===== src/design/rv_isa_pkg.sv =====
package rv_isa_pkg;

    ////////////////////
    // Instruction word
    ////////////////////

    typedef logic [31:0] instr_t;

    ////////////////////
    // Opcode classes
    ////////////////////

    // Encoded on opcode bits 6..2, anything not listed is unknown
    typedef enum logic [4:0] {
        OP_LOAD   = 5'b00000,
        OP_IMM    = 5'b00100,
        OP_AUIPC  = 5'b00101,
        OP_STORE  = 5'b01000,
        OP_R      = 5'b01100,
        OP_LUI    = 5'b01101,
        OP_BRANCH = 5'b11000,
        OP_JALR   = 5'b11001,
        OP_JAL    = 5'b11011
    } opclass_e;

    ////////////////////
    // Field layout
    ////////////////////

    // R-type view, other formats reuse the same bit positions
    typedef struct packed {
        logic [6:0] funct7;  // Bits 31..25
        logic [4:0] rs2;     // Bits 24..20
        logic [4:0] rs1;     // Bits 19..15
        logic [2:0] funct3;  // Bits 14..12
        logic [4:0] rd;      // Bits 11..7
        logic [6:0] opcode;  // Bits 6..0
    } inst_fields_t;

endpackage


===== src/design/seg_disp_pkg.sv =====
package seg_disp_pkg;

    ////////////////////
    // Display types
    ////////////////////

    localparam int NUM_DIGITS = 8;

    typedef logic [7:0] char_t;  // ASCII
    typedef logic [6:0] seg_t;   // Active low, gfedcba

    typedef struct packed {
        seg_t digit7;  // Leftmost
        seg_t digit6;
        seg_t digit5;
        seg_t digit4;
        seg_t digit3;
        seg_t digit2;
        seg_t digit1;
        seg_t digit0;
    } disp_t;

    typedef struct packed {
        logic            known;
        char_t [3:0]     chars;  // chars[3] is the first letter
    } mnem_t;

    typedef struct packed {
        logic [3:0] op_hi;
        logic [3:0] op_mid;
        logic [3:0] op_lo;
    } operand_t;

    ////////////////////
    // Glyph helpers
    ////////////////////

    function automatic seg_t char_to_seg(input char_t c);
        case (c)
            "0", "O": return 7'b1000000;
            "1", "I": return 7'b1111001;
            "2":      return 7'b0100100;
            "3":      return 7'b0110000;
            "4":      return 7'b0011001;
            "5", "S": return 7'b0010010;
            "6":      return 7'b0000010;
            "7":      return 7'b1111000;
            "8":      return 7'b0000000;
            "9", "G": return 7'b0010000;
            "A":      return 7'b0001000;
            "B":      return 7'b0000011;  // Lower case
            "C":      return 7'b1000110;
            "D":      return 7'b0100001;  // Lower case
            "E":      return 7'b0000110;
            "F":      return 7'b0001110;
            "H":      return 7'b0001001;
            "J":      return 7'b1100001;
            "L":      return 7'b1000111;
            "P":      return 7'b0001100;
            "Q":      return 7'b0011000;  // Lower case
            "R":      return 7'b0101111;  // Lower case
            "T":      return 7'b0000111;  // Lower case
            "U":      return 7'b1000001;
            "Y":      return 7'b0010001;
            default:  return 7'b1111111;  // Blank
        endcase
    endfunction

    function automatic char_t hex_to_char(input logic [3:0] nib);
        if (nib <= 4'h9) begin
            return "0" + char_t'(nib);
        end
        return "A" + char_t'(nib - 4'hA);
    endfunction

endpackage


===== src/design/operand_extractor.sv =====
`timescale 1ns/1ps

module operand_extractor (
    input  rv_isa_pkg::instr_t       instr_q,
    output seg_disp_pkg::operand_t   operands
);

    rv_isa_pkg::inst_fields_t fields;
    rv_isa_pkg::opclass_e     opclass;

    assign fields  = rv_isa_pkg::inst_fields_t'(instr_q);
    assign opclass = rv_isa_pkg::opclass_e'(fields.opcode[6:2]);

    // Layout is op_hi, op_mid, op_lo
    always_comb begin
        case (opclass)
            rv_isa_pkg::OP_R: begin
                operands = '{fields.rs1[3:0], fields.rs2[3:0], fields.rd[3:0]};
            end
            rv_isa_pkg::OP_IMM,
            rv_isa_pkg::OP_LOAD,
            rv_isa_pkg::OP_JALR: begin
                operands = '{fields.rs1[3:0], instr_q[23:20], fields.rd[3:0]};  // imm[3:0]
            end
            rv_isa_pkg::OP_STORE: begin
                operands = '{fields.rs1[3:0], instr_q[27:24], fields.rs2[3:0]};
            end
            rv_isa_pkg::OP_BRANCH: begin
                operands = '{fields.rs1[3:0], fields.rs2[3:0], instr_q[11:8]};
            end
            rv_isa_pkg::OP_JAL: begin
                operands = '{fields.rd[3:0], instr_q[23:20], instr_q[19:16]};
            end
            rv_isa_pkg::OP_LUI,
            rv_isa_pkg::OP_AUIPC: begin
                operands = '{instr_q[31:28], instr_q[27:24], fields.rd[3:0]};  // Upper imm
            end
            default: begin
                operands = '0;  // Shown as raw hex anyway
            end
        endcase
    end

endmodule


===== config.mk =====
export PLATFORM = sky130hd
export DESIGN_NAME = operand_extractor
export DESIGN_NICKNAME = d
export VERILOG_FILES = /design/src/design/rv_isa_pkg.sv /design/src/design/seg_disp_pkg.sv /design/src/design/operand_extractor.sv
export SDC_FILE = /design/constraint.sdc
export NUM_CORES = 1
export LEC_CHECK = 0
export BUFFER_PORTS_ARGS = -buffer_cell sky130_fd_sc_hd__buf_2
export CORE_AREA = 5 5 42 44
export DETAILED_ROUTE_END_ITERATION = 7
export DIE_AREA = 0 0 47 49
export PLACE_DENSITY = 0.67
export SYNTH_ARGS = -nofsm -noshare
export SYNTH_HDL_FRONTEND = slang
export SYNTH_SLANG_ARGS = --single-unit

===== constraint.sdc =====
create_clock -name vclk -period 2.2
set_input_delay 0 -clock vclk [all_inputs]
set_output_delay 0 -clock vclk [all_outputs]
set_load 0.1 [all_outputs]

==> results.json <==
{
  "status": "finished clean",
  "regArea_um2": 0,
  "final_cells": 96,
  "arrival_ps": 1320,
  "swShare": 0.743,
  "critPathLaunch": "instr_q[5]",
  "synthDominantCellAreaShare": 0.210,
  "syn-num-nets": 75,
  "criticalPathCategory": "in -> out",
  "synth.distinct_cells": 19,
  "die-area_mm2": 0.00230,
  "drt_wl_total_mm": 1.18,
  "grt_use_total": 0.105,
  "grt.overflow.total": 0,
  "stdcell_area_um2": 531,
  "cp_data_required_time_ps": 2200,
  "antenna_found_initial": 0,
  "syn_area_per_cell_um2": 7.77,
  "core_area_mm2": 0.00140,
  "vias": 495,
  "p_int_mw": 0.0487,
  "min_period_over_period": 0.599,
  "worst_slew_pin_slew_ps": 492,
  "antenna_cells": 0,
  "path_max_fanout": 4,
  "rows": 14,
  "dp_cells": 96,
  "hold_viol": 0,
  "end_kind": "output pin",
  "hpwl_mm": 1.06,
  "die_h_um": 49,
  "drc": 0,
  "grt_pass1_vias": 491,
  "grt_start_max_net_pins": 13,
  "grt_pass1_wl_mm": 2.00,
  "setup_tns_ps": 0,
  "cts_resized": 0,
  "period_needed_ps": 1320,
  "drtAntennaViolNets": 0,
  "drive_above_1_share": 0.538,
  "clkbuf_count": 0,
  "seq_power_share": 0,
  "slew_headroom": 0.674,
  "drt_first_pass_iters": 4,
  "p_leak_nw": 0.331,
  "gp_congestion": 0.721,
  "whs_ps": 517,
  "hold_path_depth": 3,
  "drv_slew": 0,
  "finalNetCount": 114,
  "die_w_um": 47,
  "vias_per_cell": 5.16,
  "rsz0062_at_grt": "no",
  "area_growth_pct": 58.8,
  "final_util": 0.379,
  "place_area_um2": 531,
  "crit_path_start_kind": "input port",
  "clkPwrFrac": 0,
  "cts_setup_buffers": 0,
  "synth_area_um2": 334,
  "maxCapViolCount": 0,
  "power_frac_comb": 1.000,
  "synthTopCellsByCount": "a22o_1 (8), nor2_1 (7), mux2i_1 (5)",
  "syn_inst": 43,
  "p_switching_mw": 0.141,
  "setup_viol": 0,
  "yosysWarningCount": 0,
  "netlist_top_cells_area": "a22o_1 (21%), mux2i_1 (15%), a221o_1 (12%), a21o_1 (9.0%), nor2_1 (7.9%)",
  "yosysTopAreaCell": "a22o_1",
  "drtIter0Drc": 9,
  "flops_and_latches": 0,
  "min_from": "instr_q[15]",
  "peakVddDrop_mv": 0.164,
  "wl_per_cell_um": 12.3,
  "seq_area_frac_synth": 0,
  "synth_most_common_cell": "a22o_1",
  "powerDensity_mw_per_mm2": 357,
  "max_freq_ghz": 0.758,
  "hp-class": "in -> out",
  "hold_buffers": 0,
  "start_util": 0.238,
  "io_buffers": 39,
  "ios": 44
}
[kinds of logic (layout without fill, tap and decap cells)]
kind of cell,count (synthesis),count (layout),synth area share
buf+inv,2,39,0.0562
simple gates,15,15,0.285
mux,5,5,0.150
compound gates,21,21,0.509
[through the flow]
stage	power [mW]	setup WS, ps
global placement	0.189	870
detailed placement	0.190	864
global route	0.200	770
CTS	0.191	861
floorplan	0.143	839
finish	0.189	882
[area by class of cell]
| cell class | count | area (um^2) |
|---|---|---|
| fill | 177 | 871 |
| multi-input combinational | 41 | 315 |
| tap | 16 | 20.0 |
| timing repair buffer | 39 | 195 |
[layout by cell type (no fill, tap or decap)]
cell type  count
nor3_2         1
nor3_1         1
a22o_1         8
a221o_1        4
a21o_1         4
nor2b_4        1
o21a_1         1
nand2_1        1
a21oi_1        2
nor2_1         7
or3_1          1
buf_2         39
o21bai_1       1
nand3_1        1
and4_4         1
mux2i_1        5
o21ai_1        1
nand2b_4       1
[critical path, stage by stage]
cell and delay, ps:
buf_2 120, nor2b_4 160, nand3_1 110, a21oi_1 300
a221o_1 200, buf_2 420
[worst paths after layout]
| path | endpoint | slack (ps) |
|---|---|---|
| max | operands[2] | 880 |
| min | operands[8] | 520 |
[metal layers]
metal,track usage,share of wire
met2,0.188,0.53
met1,0.137,0.39
met3,0.0111,0.077
met5,0,0
met4,0,0
[power groups by stage]
stage	Sequential (mW)	Clock [mW]	Combinational (mW)
2_1_floorplan	0	0	0.143
3_3_place_gp	0	0	0.189
3_5_place_dp	0	0	0.190
6_report	0	0	0.189
4_1_cts	0	0	0.191
5_1_grt	0	0	0.200
(Power assumes the default switching activity.)
