==> src/design/rv_isa_pkg.sv <==
package rv_isa_pkg;

    ////////////////////
    // Instruction word
    ////////////////////

    typedef logic [31:0] instr_t;

    ////////////////////
    // Opcode classes
    ////////////////////

    // Encoded on opcode bits 6..2, anything not listed is unknown
    typedef enum logic [4:0] {
        OP_LOAD   = 5'b00000,
        OP_IMM    = 5'b00100,
        OP_AUIPC  = 5'b00101,
        OP_STORE  = 5'b01000,
        OP_R      = 5'b01100,
        OP_LUI    = 5'b01101,
        OP_BRANCH = 5'b11000,
        OP_JALR   = 5'b11001,
        OP_JAL    = 5'b11011
    } opclass_e;

    ////////////////////
    // Field layout
    ////////////////////

    // R-type view, other formats reuse the same bit positions
    typedef struct packed {
        logic [6:0] funct7;  // Bits 31..25
        logic [4:0] rs2;     // Bits 24..20
        logic [4:0] rs1;     // Bits 19..15
        logic [2:0] funct3;  // Bits 14..12
        logic [4:0] rd;      // Bits 11..7
        logic [6:0] opcode;  // Bits 6..0
    } inst_fields_t;

endpackage

==> src/design/seg_disp_pkg.sv <==
package seg_disp_pkg;

    ////////////////////
    // Display types
    ////////////////////

    localparam int NUM_DIGITS = 8;

    typedef logic [7:0] char_t;  // ASCII
    typedef logic [6:0] seg_t;   // Active low, gfedcba

    typedef struct packed {
        seg_t digit7;  // Leftmost
        seg_t digit6;
        seg_t digit5;
        seg_t digit4;
        seg_t digit3;
        seg_t digit2;
        seg_t digit1;
        seg_t digit0;
    } disp_t;

    typedef struct packed {
        logic            known;
        char_t [3:0]     chars;  // chars[3] is the first letter
    } mnem_t;

    typedef struct packed {
        logic [3:0] op_hi;
        logic [3:0] op_mid;
        logic [3:0] op_lo;
    } operand_t;

    ////////////////////
    // Glyph helpers
    ////////////////////

    function automatic seg_t char_to_seg(input char_t c);
        case (c)
            "0", "O": return 7'b1000000;
            "1", "I": return 7'b1111001;
            "2":      return 7'b0100100;
            "3":      return 7'b0110000;
            "4":      return 7'b0011001;
            "5", "S": return 7'b0010010;
            "6":      return 7'b0000010;
            "7":      return 7'b1111000;
            "8":      return 7'b0000000;
            "9", "G": return 7'b0010000;
            "A":      return 7'b0001000;
            "B":      return 7'b0000011;  // Lower case
            "C":      return 7'b1000110;
            "D":      return 7'b0100001;  // Lower case
            "E":      return 7'b0000110;
            "F":      return 7'b0001110;
            "H":      return 7'b0001001;
            "J":      return 7'b1100001;
            "L":      return 7'b1000111;
            "P":      return 7'b0001100;
            "Q":      return 7'b0011000;  // Lower case
            "R":      return 7'b0101111;  // Lower case
            "T":      return 7'b0000111;  // Lower case
            "U":      return 7'b1000001;
            "Y":      return 7'b0010001;
            default:  return 7'b1111111;  // Blank
        endcase
    endfunction

    function automatic char_t hex_to_char(input logic [3:0] nib);
        if (nib <= 4'h9) begin
            return "0" + char_t'(nib);
        end
        return "A" + char_t'(nib - 4'hA);
    endfunction

endpackage

==> src/design/mnemonic_decoder.sv <==
`timescale 1ns/1ps

module mnemonic_decoder (
    input  rv_isa_pkg::instr_t    instr_q,
    output seg_disp_pkg::mnem_t   mnem
);

    rv_isa_pkg::inst_fields_t fields;
    rv_isa_pkg::opclass_e     opclass;

    assign fields  = rv_isa_pkg::inst_fields_t'(instr_q);
    assign opclass = rv_isa_pkg::opclass_e'(fields.opcode[6:2]);

    always_comb begin
        mnem.known = 1'b1;
        mnem.chars = "    ";
        case (opclass)
            rv_isa_pkg::OP_R: begin
                case ({fields.funct7[5], fields.funct3})  // Only funct7 bit 5 matters
                    4'b0_000: mnem.chars = "ADD ";
                    4'b1_000: mnem.chars = "SUB ";
                    4'b0_111: mnem.chars = "AND ";
                    4'b0_110: mnem.chars = "OR  ";
                    4'b0_100: mnem.chars = "XOR ";
                    4'b0_001: mnem.chars = "SLL ";
                    4'b0_101: mnem.chars = "SRL ";
                    4'b1_101: mnem.chars = "SRA ";
                    4'b0_010: mnem.chars = "SLT ";
                    4'b0_011: mnem.chars = "SLTU";
                    default:  mnem.known = 1'b0;
                endcase
            end
            rv_isa_pkg::OP_IMM: begin
                case (fields.funct3)
                    3'b000:  mnem.chars = "ADDI";
                    3'b111:  mnem.chars = "ANDI";
                    3'b110:  mnem.chars = "ORI ";
                    3'b100:  mnem.chars = "XORI";
                    3'b010:  mnem.chars = "SLTI";
                    3'b011:  mnem.chars = "SLIU";  // Shortened SLTIU
                    default: mnem.known = 1'b0;    // Shifts not shown
                endcase
            end
            rv_isa_pkg::OP_LOAD: begin
                case (fields.funct3)
                    3'b010:  mnem.chars = "LW  ";
                    3'b001:  mnem.chars = "LH  ";
                    3'b000:  mnem.chars = "LB  ";
                    3'b101:  mnem.chars = "LHU ";
                    3'b100:  mnem.chars = "LBU ";
                    default: mnem.known = 1'b0;
                endcase
            end
            rv_isa_pkg::OP_STORE: begin
                case (fields.funct3)
                    3'b010:  mnem.chars = "SW  ";
                    3'b001:  mnem.chars = "SH  ";
                    3'b000:  mnem.chars = "SB  ";
                    default: mnem.known = 1'b0;
                endcase
            end
            rv_isa_pkg::OP_BRANCH: begin
                case (fields.funct3)
                    3'b000:  mnem.chars = "BEQ ";
                    3'b001:  mnem.chars = "BNE ";
                    3'b100:  mnem.chars = "BLT ";
                    3'b101:  mnem.chars = "BGE ";
                    3'b110:  mnem.chars = "BLTU";
                    3'b111:  mnem.chars = "BGEU";
                    default: mnem.known = 1'b0;
                endcase
            end
            rv_isa_pkg::OP_JAL:   mnem.chars = "JAL ";
            rv_isa_pkg::OP_JALR:  mnem.chars = "JALR";
            rv_isa_pkg::OP_LUI:   mnem.chars = "LUI ";
            rv_isa_pkg::OP_AUIPC: mnem.chars = "AUIP";  // Shortened AUIPC
            default:              mnem.known = 1'b0;
        endcase
    end

endmodule

==> config.mk <==
export PLATFORM = sky130hd
export DESIGN_NAME = mnemonic_decoder
export DESIGN_NICKNAME = d
export VERILOG_FILES = /design/src/design/rv_isa_pkg.sv /design/src/design/seg_disp_pkg.sv /design/src/design/mnemonic_decoder.sv
export SDC_FILE = /design/constraint.sdc
export NUM_CORES = 1
export LEC_CHECK = 0
export BUFFER_PORTS_ARGS = -buffer_cell sky130_fd_sc_hd__clkbuf_2
export CAP_MARGIN = 10
export CORE_MARGIN = 4
export CORE_UTILIZATION = 23
export DETAILED_ROUTE_END_ITERATION = 6
export RECOVER_POWER = 50
export REMOVE_ABC_BUFFERS = 1
export SYNTH_ARGS = -nofsm -noshare
export SYNTH_HDL_FRONTEND = slang
export SYNTH_SLANG_ARGS = --single-unit
==> constraint.sdc <==
create_clock -name vclk -period 2.1
set_input_delay 0.42 -clock vclk [all_inputs]
set_output_delay 0.42 -clock vclk [all_outputs]
set_load 0.005 [all_outputs]
==> flow_summary_export.csv <==
group,metric,value,unit
outcome,status,"finished, violations left",
outcome,violations,"setup timing",
final_layout,seq_cell_count,0,
sta,final-setup-viol-count,15,
die,initial_core_util,24.1,%
routing,routed_wl,6360,µm
sta,rsz0062_at_grt,"yes",
yosys,synth_area_leader_cell,"nand2_1",
sta,whs,1210,ps
final_layout,final_util,48.2,%
power,p_int,0.219,mW
power,pwr-share-comb,100.0,%
power,clkPwrFrac,0,%
setup_path,cp_max_fo,6,
placement,io_buffers,38,
placement,post-dp-hpwl,4580,µm
power,max-vdd-ir-drop,0.0000759,V
setup_path,worst_ep_required_time,1680,ps
die,core,5170,µm²
sta,maxSlewViolCount,0,
sta,fin_setup_tns,-764,ps
global_route,grt_pass1_wl,9840,µm
die,dieArea,6660,µm²
yosys,synth_top_family_by_area,"simple AND/OR/NAND/NOR gates",
sta,min_period,2210,ps
sta,period_share,105,%
global_route,antenna_found_initial,0,
placement,place_inst,370,
die,die_w,81.6,µm
yosys,synthTopCellsByArea,"nand2_1 6.9%, nor2_1 6.6%, o21ai_0 6.4%",
power,pwr-share-seq,0,%
power,power.switching,0.227,mW
final_layout,antenna_cells,0,
yosys,mappedNetlistArea,1250,µm²
final_layout,layoutNonFillerInstCount,382,
yosys,synth-compound-area-share,40.0,%
routing,drc,0,
yosys,synth.avg_cell_area,5.93,µm²
power,pwr_density_cell,179,nW/µm²
placement,gp_congestion,1.01,
final_layout,finalNetCount,346,
routing,num_vias,2060,
global_route,grt_max_degree,15,
setup_path,startpoint_type,"input port",
global_route,track_usage,18.4,%
final_layout,clockBufferCount,0,
worst_hold_path,hold_class,"input port to output port",
die,num_rows,26,
clock_tree,cts.hold.buffers_added,0,
sta,fin_ws,-110,ps
die,ios,65,
routing,routed_via_density,5.39,
sta,max_freq,452,MHz
global_route,grt_pass1_vias,2016,
final_layout,nFillCells,488,
power,swShare,50.9,%
setup_path,cp-end-kind,"output port",
yosys,synth_fa_ha_area_share,0,%
final_layout,regArea,0,µm²
final_layout,layout_common_cells,"73 x buf_4, 17 x nand2_1, 16 x buf_2, 15 x buf_6, 14 x nor2_1",
routing,drtAntennaViolNets,0,
final_layout,drive_gt1_share,59.0,%
yosys,synth_top_area_share,6.93,%
routing,drt-pass1-iter-count,5,
yosys,yosys_warnings,0,
flow_run,maxCapViolCount,0,
routing,drt_iter0_drc,199,
yosys,synth_cell_type_count,59,
routing,routedWlPerCell,16.7,µm
yosys,seq_area_frac_synth,0,%
yosys,yosys.area_share.simple,42.0,%
final_layout,multiInputGateArea,1410,µm²
power,p_leak,1.10,nW
yosys,syn-instance-count,210,
die,fp.dieH,81.6,µm
yosys,synth-xor-area-share,2.81,%
final_layout,area_growth,100,%
yosys,synth_mux_area_share,0.803,%
sta,hold_viol_final,0,
global_route,overflow,0,
final_layout,final_common_cell,"buf_4",
setup_path,crit_type,"input port to output port",
setup_path,cp.arrival,1790,ps
## through the flow
stage	total power, mW	worst slack (ps)	area, µm²
2_1_floorplan	0.124	204	1100
3_3_place_gp	0.328	-256	1940
3_5_place_dp	0.332	-260	1940
4_1_cts	0.383	-117	2230
5_1_grt	0.478	-155	2490
6_report	0.446	-110	2490
## cells by family (layout without fill, tap and decap cells)
| family | after synthesis | after routing |
|---|---|---|
| AO/OA/AOI/OAI | 73 | 73 |
| XOR/XNOR | 4 | 4 |
| buffers and inverters | 31 | 130 |
| multiplexers | 1 | 1 |
| other | 1 | 4 |
| AND/OR/NAND/NOR | 100 | 100 |
## critical path, cell delays in order
cell and delay (ps):
clkbuf_16 130, or3_4 440, buf_6 150, nor3_4 130
a21oi_2 50, o311ai_1 290, buf_2 180
## worst paths after layout
| check | startpoint | slack [ps] | to | cells after the start |
|---|---|---|---|---|
| max | instr_q[2] | -110 | mnem[20] | 7 |
| min | instr_q[3] | 1210 | mnem[6] | 4 |
## power groups by stage
stage	registers (mW)	clock network (mW)	logic [mW]
after floorplan	0	0	0.124
after global placement	0	0	0.328
after detailed placement	0	0	0.332
after CTS	0	0	0.383
after global routing	0	0	0.478
final	0	0	0.446
## cell usage after synthesis, types with 2 or more instances
cell       instances
nand2_1           23
nor2_1            22
o21ai_0           16
a21oi_1           15
buf_2             12
buf_4             10
nand3_1            9
nor3_1             8
nand2b_1           7
a31oi_1            5
inv_1              5
o211ai_1           5
nand3b_1           4
a32oi_1            3
nor2b_1            3
nor3_2             3
o221ai_1           3
o22ai_1            3
or3_1              3
xnor2_1            3
a211o_1            2
a2bb2oi_1          2
and2b_1            2
clkbuf_1           2
nand4_1            2
nor4_1             2
o21a_1             2
o311ai_0           2
or2_2              2
## routing by layer
layer	global-route usage [%]	wire length [µm]
met1	25.3	2760
met2	31.1	3050
met3	0.877	418
met4	4.82	142
met5	0	0
## what timing repair did
action,4_1_cts,5_1_grt
gates resized for setup,54,78
pin swaps,18,13
endpoints found under the setup margin,26,26
buffers inserted,6,5
hold endpoints to repair,0,0
gates cloned,1,0
## area by class of cell
type	count	share of cell area (%)
inverter	5	0.753
multi-input combinational	182	56.4
tap	70	3.51
timing repair buffer	125	39.3
Power figures use the tool's default switching activity.
