--- src/design/rv_isa_pkg.sv ---
package rv_isa_pkg;

    ////////////////////
    // Instruction word
    ////////////////////

    typedef logic [31:0] instr_t;

    ////////////////////
    // Opcode classes
    ////////////////////

    // Encoded on opcode bits 6..2, anything not listed is unknown
    typedef enum logic [4:0] {
        OP_LOAD   = 5'b00000,
        OP_IMM    = 5'b00100,
        OP_AUIPC  = 5'b00101,
        OP_STORE  = 5'b01000,
        OP_R      = 5'b01100,
        OP_LUI    = 5'b01101,
        OP_BRANCH = 5'b11000,
        OP_JALR   = 5'b11001,
        OP_JAL    = 5'b11011
    } opclass_e;

    ////////////////////
    // Field layout
    ////////////////////

    // R-type view, other formats reuse the same bit positions
    typedef struct packed {
        logic [6:0] funct7;  // Bits 31..25
        logic [4:0] rs2;     // Bits 24..20
        logic [4:0] rs1;     // Bits 19..15
        logic [2:0] funct3;  // Bits 14..12
        logic [4:0] rd;      // Bits 11..7
        logic [6:0] opcode;  // Bits 6..0
    } inst_fields_t;

endpackage

--- src/design/disp_input_stage.sv ---
`timescale 1ns/1ps

module disp_input_stage #(
    parameter int CREDITS = 2
) (
    input  logic               clk,
    input  logic               arst_n,
    input  rv_isa_pkg::instr_t instr,
    input  logic               in_valid,
    output logic               in_ready,
    input  logic               out_credit,
    output rv_isa_pkg::instr_t instr_q,
    output logic               instr_vld
);

    localparam int CW = $clog2(CREDITS + 1);

    logic [CW-1:0] credit_cnt;
    logic          accept;

    assign in_ready = (credit_cnt != '0);  // Registered count only
    assign accept   = in_valid && in_ready;

    ////////////////////
    // Credit counter
    ////////////////////

    always_ff @(posedge clk or negedge arst_n) begin
        if (!arst_n) begin
            credit_cnt <= CW'(CREDITS);
        end else begin
            case ({accept, out_credit})
                2'b10:   credit_cnt <= credit_cnt - CW'(1);
                2'b01:   credit_cnt <= credit_cnt + CW'(1);
                default: credit_cnt <= credit_cnt;  // Both or neither
            endcase
        end
    end

    ////////////////////
    // Instruction register
    ////////////////////

    always_ff @(posedge clk or negedge arst_n) begin
        if (!arst_n) begin
            instr_vld <= 1'b0;
        end else begin
            instr_vld <= accept;
        end
    end

    always_ff @(posedge clk) begin
        if (accept) begin
            instr_q <= instr;
        end
    end

    // Sink may never hold more words than it was granted
    a_cnt_max: assert property (@(posedge clk) disable iff (!arst_n)
        credit_cnt <= CW'(CREDITS));
    a_no_extra_credit: assert property (@(posedge clk) disable iff (!arst_n)
        out_credit |-> (credit_cnt != CW'(CREDITS)));
    // Stalled offer leaves the pipe untouched
    a_stall_hold: assert property (@(posedge clk) disable iff (!arst_n)
        (in_valid && !in_ready) |=> ($stable(instr_q) && !instr_vld));

endmodule

--- config.mk ---
export PLATFORM = sky130hd
export DESIGN_NAME = disp_input_stage
export DESIGN_NICKNAME = d
export VERILOG_FILES = /design/src/design/rv_isa_pkg.sv /design/src/design/disp_input_stage.sv
export SDC_FILE = /design/constraint.sdc
export NUM_CORES = 1
export LEC_CHECK = 0
export BUFFER_PORTS_ARGS = -buffer_cell sky130_fd_sc_hd__clkbuf_2
export CAP_MARGIN = 20
export CORE_ASPECT_RATIO = 1.75
export CORE_MARGIN = 1.5
export CORE_UTILIZATION = 43
export DETAILED_ROUTE_END_ITERATION = 7
export GPL_TIMING_DRIVEN = 0
export PLACE_DENSITY_LB_ADDON = 0.12
export SLEW_MARGIN = 20
export SYNTH_ARGS = -nofsm -noshare
export SYNTH_HDL_FRONTEND = slang
export SYNTH_SLANG_ARGS = --single-unit
--- constraint.sdc ---
create_clock -name clk -period 3.2 [get_ports clk]
set_clock_uncertainty 0.15 [all_clocks]
set_input_delay 0 -clock clk [delete_from_list [all_inputs] [get_ports clk]]
set_output_delay 0 -clock clk [all_outputs]
set_load 0.01 [all_outputs]
==> reports/metrics.csv, run 1 <==
metric,value,unit
Util after Layout,0.777,
Crit path buffers/inverters,1,
Die Wd,41.1,um
Yosys Warn Count,0,
Mapped Area,0.00109,mm^2
CTS root buf,clkbuf_8,
clk slew on worst S/H paths,60,ps
DP Area,0.00147,mm^2
Post-CTS Resized,0,
Top delay family on crit path,buffers and inverters,
cell accounting for the most synthesized area,edfxtp_1,
Layout area overhead,74.9,%
Synth area leaders,"edfxtp_1 (88%), dfrtp_1 (4.6%), dfstp_2 (2.4%)",
status,"finished, final reports clean",
Max Root-Sink Buffers,2,
Crit. End Element,flop,
Finished Cell Area,0.00191,mm^2
peak supply drop,437,uV
Critical Path RT,3210,ps
complex-gate fraction of the synthesized area,0,
Setup Buffers After CTS,0,
gr busiest metal,met2,
initial antenna violation count,0,
Clock Sinks,35,
clock power share,0.238,
Setup TNS,0,ps
Post-DRT Antenna Nets,0,
Top Ports,70,
Initial Util,0.444,
post-route insts no fill,182,
Max transition margin,0.571,
met3 Use GR,0.0737,
Worst Reg2Reg Path Length in Cells,5,
XOR/XNOR Fraction of Synth Area,0.0240,
post-layout net count,192,
syn avg cell area,25.4,um^2
Inserted Clock Buffers,5,
"Clk Latency, worst-skew pair",270,ps
Final Hold Vio Count,0,
core box area,0.00246,mm^2
layout cells sized above 1,0.494,
FF-to-FF Start,credit_cnt[1],
# setup viols final,0,
routability cong.,0.720,
startpoint class of the critical path,flop,
largest net degree at the start of global routing,34,
Sw Pwr,313,uW
Reg power frac,0.539,
final wirelength,2190,um
first-pass GRT wire length,3400,um
H-Tree Depth,2,
combinational share of power,0.223,
switch share,0.258,
GR Layer Usage met2,0.304,
Int Pwr,899,uW
die area,0.00287,mm^2
Routed wire per std cell,12.0,um
total global-route track usage,0.179,
synthesized instance count,43,
Power Total,1.21,mW
most frequent cells in the layout,"clkbuf_2 (69), dlygate4sd3_1 (36), edfxtp_1 (32), clkbuf_8 (5)",
Max-Cap Viols,0,
HPWL after DPL,1420,um
crit-path max FO,2,
leakage power,0.852,nW
largest family of logic cells by synthesized area,XOR/XNOR gates,
Synth Area in Adders,0.0114,
final period utilization,0.618,
CP max stage delay,580,ps
via count,791,
Chip Height,69.7,um
RSZ-0062 raised after global routing,no,
R2R Path End,credit_cnt[0],
Max Freq,0.506,GHz
Mapped Nets,80,
CTS tree,yes,
post-synthesis cell type count,10,
post-synth top area share,0.879,
Global Route met1 Usage,0.173,
GR Overflow Total,0,
CP max-delay cell,dlygate4sd3_1,
"commonest non-fill, non-tap cell in the layout",clkbuf_2,
Port Buf Inserts,69,
Via density,4.35,
number of global-route vias before repair,831,
pwr/cell area,633,mW/mm^2
post-synthesis simple-gate area fraction,0.0126,
CP arrival,1980,ps
DRC viols,0,
Final Max Tran Viols,0,
DRC marker count from the first detailed-route iteration,22,
sequential area share after synthesis,0.949,
R2R setup slack,1220,ps
DR pass1 iterations,3,
dpl cells,138,
critical path type,flop to flop,
HP Class,input pin to asynchronous set/reset pin,
row cnt,24,
Tmin final,1980,ps
n_diodes,0,
worst path cell trace,or2_1 > nand2_1 > ha_1 > dlygate4sd3_1 > xnor2_1,
#FFs+latches synth,35,
slew at the pin closest to its max-slew limit,642,ps
mux share of post-synthesis cell area,0,
area by class of cell:
cell class,count,area (um^2)
fill,162,549
clock buffer,7,76.3
timing repair buffer,105,706
tap,26,32.5
inverter,1,3.75
sequential,35,1040
multi-input combinational,7,52.6
clock inverter,1,5.00
metal layers:
layer,up-vias,wire [um]
li1,386,-
met1,355,704
met2,44,1210
met3,6,228
met4,0,45
met5,-,0
cells in the mapped netlist:
library cell and instances:
or2_1 1, dfstp_2 1, xor2_1 2, edfxtp_1 32, ha_1 1, xnor2_1 1
inv_1 1, dfrtp_1 2, nor2_1 1, nand2_1 1
power groups by stage:
| stage | clock network, mW | logic (mW) | registers [mW] |
|---|---|---|---|
| final | 0.288 | 0.270 | 0.653 |
| after global routing | 0.318 | 0.300 | 0.667 |
| after CTS | 0.298 | 0.272 | 0.658 |
| after detailed placement | 0 | 0.232 | 0.667 |
| after global placement | 0 | 0.227 | 0.663 |
| after floorplan | 0 | 0.0756 | 0.705 |
how the worst max path moves through the flow:
| stage | start | endpoint | slack (ps) | depth (start not counted) |
|---|---|---|---|---|
| floorplan | credit_cnt[1] | instr_q[0] | 1260 | 3 |
| global placement | credit_cnt[1] | instr_q[0] | 1120 | 3 |
| detailed placement | credit_cnt[1] | instr_q[17] | 1070 | 3 |
| CTS | credit_cnt[1] | instr_q[20] | 1060 | 3 |
| global route | credit_cnt[1] | credit_cnt[0] | 1130 | 5 |
| finish | credit_cnt[1] | credit_cnt[0] | 1220 | 5 |
logic make-up (layout without fill, tap and decap cells):
group | after synthesis | in the layout
XOR/XNOR | 3 | 3
buffers and inverters | 1 | 114
adder cells (fa/ha/maj) | 1 | 1
AND/OR/NAND/NOR | 3 | 3
flip-flops | 35 | 35
registers in the layout, indices dropped and copies added (netlist names):
register / cells
credit_cnt: 2
instr_q: 32
instr_vld: 1
timing repair:
| action | in CTS | in global routing |
|---|---|---|
| hold buffers | 36 | 0 |
| endpoints found under the hold margin | 36 | 0 |
| setup endpoints to repair | 0 | 0 |
per-stage QoR:
| step | setup slack, ps | hold WS, ps |
|---|---|---|
| 2_1_floorplan | 1260 | -446 |
| 3_3_place_gp | 1120 | -353 |
| 3_5_place_dp | 1070 | -349 |
| 4_1_cts | 1060 | 41.9 |
| 5_1_grt | 1130 | 68.1 |
| 6_report | 1220 | 51.9 |
Note: power is estimated with default switching activity, not from simulation.
==> inputs of run 2 (changes only) <==
Settings changed: ABC_AREA set to 1, CORE_UTILIZATION 43 to 37.
Clock period 3.2 ns to 1.7 ns, I/O delays scaled along.
==> run 2 against run 1 <==
Total power rose by 96%. Synthesized area rose by 2.9%. The flow now finishes with violations (DRC). Via count rose by 7.1%. Worst hold slack improved by 11 ps. Core utilization fell by 10 points. Highest routed layer unchanged. Sequential power rose by 90%. Setup slack got worse by 1100 ps. Non-clock buffer count fell by 1.
==> reports/metrics.csv, run 2 <==
metric,value,unit,change
Final Max Tran Viols,0,,unchanged
routability cong.,0.683,,-5.2%
Mapped Area,0.00112,mm^2,+2.9%
Reg power frac,0.521,,-0.018
Worst Reg2Reg Path Length in Cells,9,,+4
Routed wire per std cell,11.3,um,-6.0%
DRC marker count from the first detailed-route iteration,17,,-23%
Initial Util,0.389,,-0.0556
Post-Place Setup Slack,-123,ps,-1190 ps
Setup Buffers After CTS,0,,unchanged
H-Tree Depth,2,,unchanged
via count,847,,+7.1%
layout cells sized above 1,0.497,,+0.00342
critical path type,flop to flop,,
pwr/cell area,1210,mW/mm^2,+91%
crit-path max FO,3,,+1
slew at the pin closest to its max-slew limit,348,ps,-295 ps
final wirelength,2200,um,+0.73%
Setup WS post-layout,79.2,ps,-1140 ps
Synth area leaders,"edfxtp_1 (85%), dfrtp_1 (4.4%), nand2_1 (3.0%)",,
Commonest cells post-synth,"edfxtp_1 (32), nand2_1 (9), inv_1 (4)",,
FF-to-FF Start,credit_cnt[1],,
core box area,0.00290,mm^2,+18%
worst path cell trace,inv_1 > nand2_2 > nand2_4 > ha_1 > inv_2 > nand2_1 > nand2_1 > nand3_1 > nand2_1,,
R2R Path End,credit_cnt[1],,
# setup viols final,0,,unchanged
dpl cells,151,,+9.4%
most frequent CP cell,nand2_1,,
largest reg by FF count,instr_q,,
post-layout net count,203,,+5.7%
total global-route track usage,0.143,,-0.0364
Port Buf Inserts,69,,unchanged
Chip Height,75.9,um,+8.9%
peak supply drop,941,uV,+120%
Util after Layout,0.675,,-0.101
Post-synth EDFFs,32,,unchanged
number of global-route vias before repair,865,,+4.1%
cell with the most instances after synthesis,edfxtp_1,,
GR Overflow Total,0,,unchanged
post-synthesis cell type count,9,,-1
CTS tree,yes,,
DR pass1 iterations,6,,+3
Post-DRT Antenna Nets,0,,unchanged
Max transition margin,0.768,,+0.196
post-synth top area share,0.854,,-0.0244
CP max-delay cell,dfstp_2,,
Clock Sinks,35,,unchanged
die area,0.00339,mm^2,+18%
initial antenna violation count,0,,unchanged
Int Pwr,1.71,mW,+90%
Die Wd,44.7,um,+8.7%
leakage power,0.879,nW,+3.2%
Layout area overhead,73.9,%,
Mapped Nets,91,,+14%
Inserted Clock Buffers,5,,unchanged
CTS root buf,clkbuf_8,,
minimum hold slack,63.2,ps,+11.3 ps
max reg flops,32,,unchanged
clock power share,0.227,,-0.011
largest net degree at the start of global routing,18,,-47%
startpoint class of the critical path,flop,,
Max-Cap Viols,0,,unchanged
status,finished with violations,,
DRC viols,6,,+6
sequential area share after synthesis,0.922,,-0.0264
cell accounting for the most synthesized area,edfxtp_1,,
Via density,4.34,,about the same
n_diodes,0,,unchanged
row cnt,26,,+8.3%
combinational share of power,0.252,,+0.029
largest registers,"instr_q (32), credit_cnt (2), instr_vld (1)",,
HP Class,input pin to asynchronous set/reset pin,,
CP max stage delay,530,ps,-50 ps
Critical Path RT,1770,ps,-1440 ps
Max Freq,0.617,GHz,+22%
failing checks,DRC,,
first-pass GRT wire length,3460,um,+1.6%
post-route insts no fill,195,,+7.1%
synthesized instance count,54,,+26%
Crit. End Element,flop,,
switch share,0.279,,+0.0211
Crit path buffers/inverters,2,,+1
most frequent cells in the layout,"clkbuf_2 (69), dlygate4sd3_1 (35), edfxtp_1 (32), nand2_1 (8), clkbuf_8 (5)",,
Top Ports,70,,unchanged
Post-synth top flop,edfxtp_1,,
#FFs+latches synth,35,,unchanged
R2R setup slack,80,ps,-1140 ps
syn avg cell area,20.8,um^2,-18%
final period utilization,0.953,,+0.335
"commonest non-fill, non-tap cell in the layout",clkbuf_2,,
Final Hold Vio Count,0,,unchanged
Sw Pwr,663,uW,+110%
CP arrival,1690,ps,-290 ps
Max Root-Sink Buffers,2,,unchanged
HPWL after DPL,1390,um,-2.2%
Yosys Warn Count,0,,unchanged
Top delay family on crit path,flip-flops,,
Tmin final,1620,ps,-357 ps
clk slew on worst S/H paths,60,ps,about the same
asr flop ratio synth,0.0857,,unchanged
"Clk Latency, worst-skew pair",270,ps,about the same
-- run 2: cell families after synthesis --
logic type	Yosys count	share of synthesized area
adder cells (fa/ha/maj)	1	0.0111
AND/OR/NAND/NOR	13	0.0501
buffers and inverters	5	0.0167
flip-flops	35	0.922
-- run 2: final cells by class --
| type | instances | area (um^2) |
|---|---|---|
| Multi-Input combinational cell | 14 | 76.3 |
| Fill cell | 230 | 940 |
| Timing Repair Buffer | 104 | 696 |
| Sequential cell | 35 | 1040 |
| Clock buffer | 7 | 76.3 |
| Timing Repair inverter | 1 | 7.51 |
| Clock inverter | 1 | 5.00 |
| Inverter | 5 | 22.5 |
| Tap cell | 28 | 35.0 |
-- run 2: worst max path at each step --
| stage | from | to | slack [ps] | cells after the start |
|---|---|---|---|---|
| after floorplan | credit_cnt[0] | instr_q[0] | 60 | 4 |
| after global placement | credit_cnt[0] | instr_q[25] | -60 | 4 |
| after detailed placement | credit_cnt[0] | instr_q[14] | -120 | 4 |
| after CTS | credit_cnt[1] | credit_cnt[1] | 20 | 9 |
| after global routing | credit_cnt[1] | credit_cnt[1] | -7 | 9 |
| final | credit_cnt[1] | credit_cnt[1] | 80 | 9 |
-- run 2: worst reg2reg max path, stage by stage (launching register included) --
cell	delay [ps]
dfstp_2	530
inv_1	50
nand2_2	90
nand2_4	80
ha_1	310
inv_2	80
nand2_1	80
nand2_1	60
nand3_1	70
nand2_1	70
-- run 2: power by group through the flow --
stage | registers, mW | logic, mW | clock network (mW)
2_1_floorplan | 1.34 | 0.189 | 0
6_report | 1.24 | 0.597 | 0.539
4_1_cts | 1.24 | 0.589 | 0.566
3_5_place_dp | 1.26 | 0.510 | 0
3_3_place_gp | 1.25 | 0.488 | 0
5_1_grt | 1.25 | 0.655 | 0.594
-- run 2: timing repair --
action	CTS	global route
cloned	1	0
endpoints found under the setup margin	33	1
resized for setup	1	3
hold endpoints to repair	36	0
hold buffers	35	0
-- run 2: routing by layer --
layer / vias up / routed length (um) / GRT usage / part of all wire
li1: 418 / - / - / -
met1: 387 / 720 / 0.117 / 0.33
met2: 37 / 1260 / 0.257 / 0.57
met3: 5 / 179 / 0.0643 / 0.081
met4: 0 / 48 / 0.0758 / 0.022
met5: - / 0 / 0 / 0
-- run 2: through the flow --
step	power (mW)	TNS [ps]	area, um^2
5_1_grt	2.50	-6.66	1960
6_report	2.37	0	1960
2_1_floorplan	1.53	0	1130
3_3_place_gp	1.74	-1840	1510
3_5_place_dp	1.77	-3940	1510
4_1_cts	2.39	0	1950
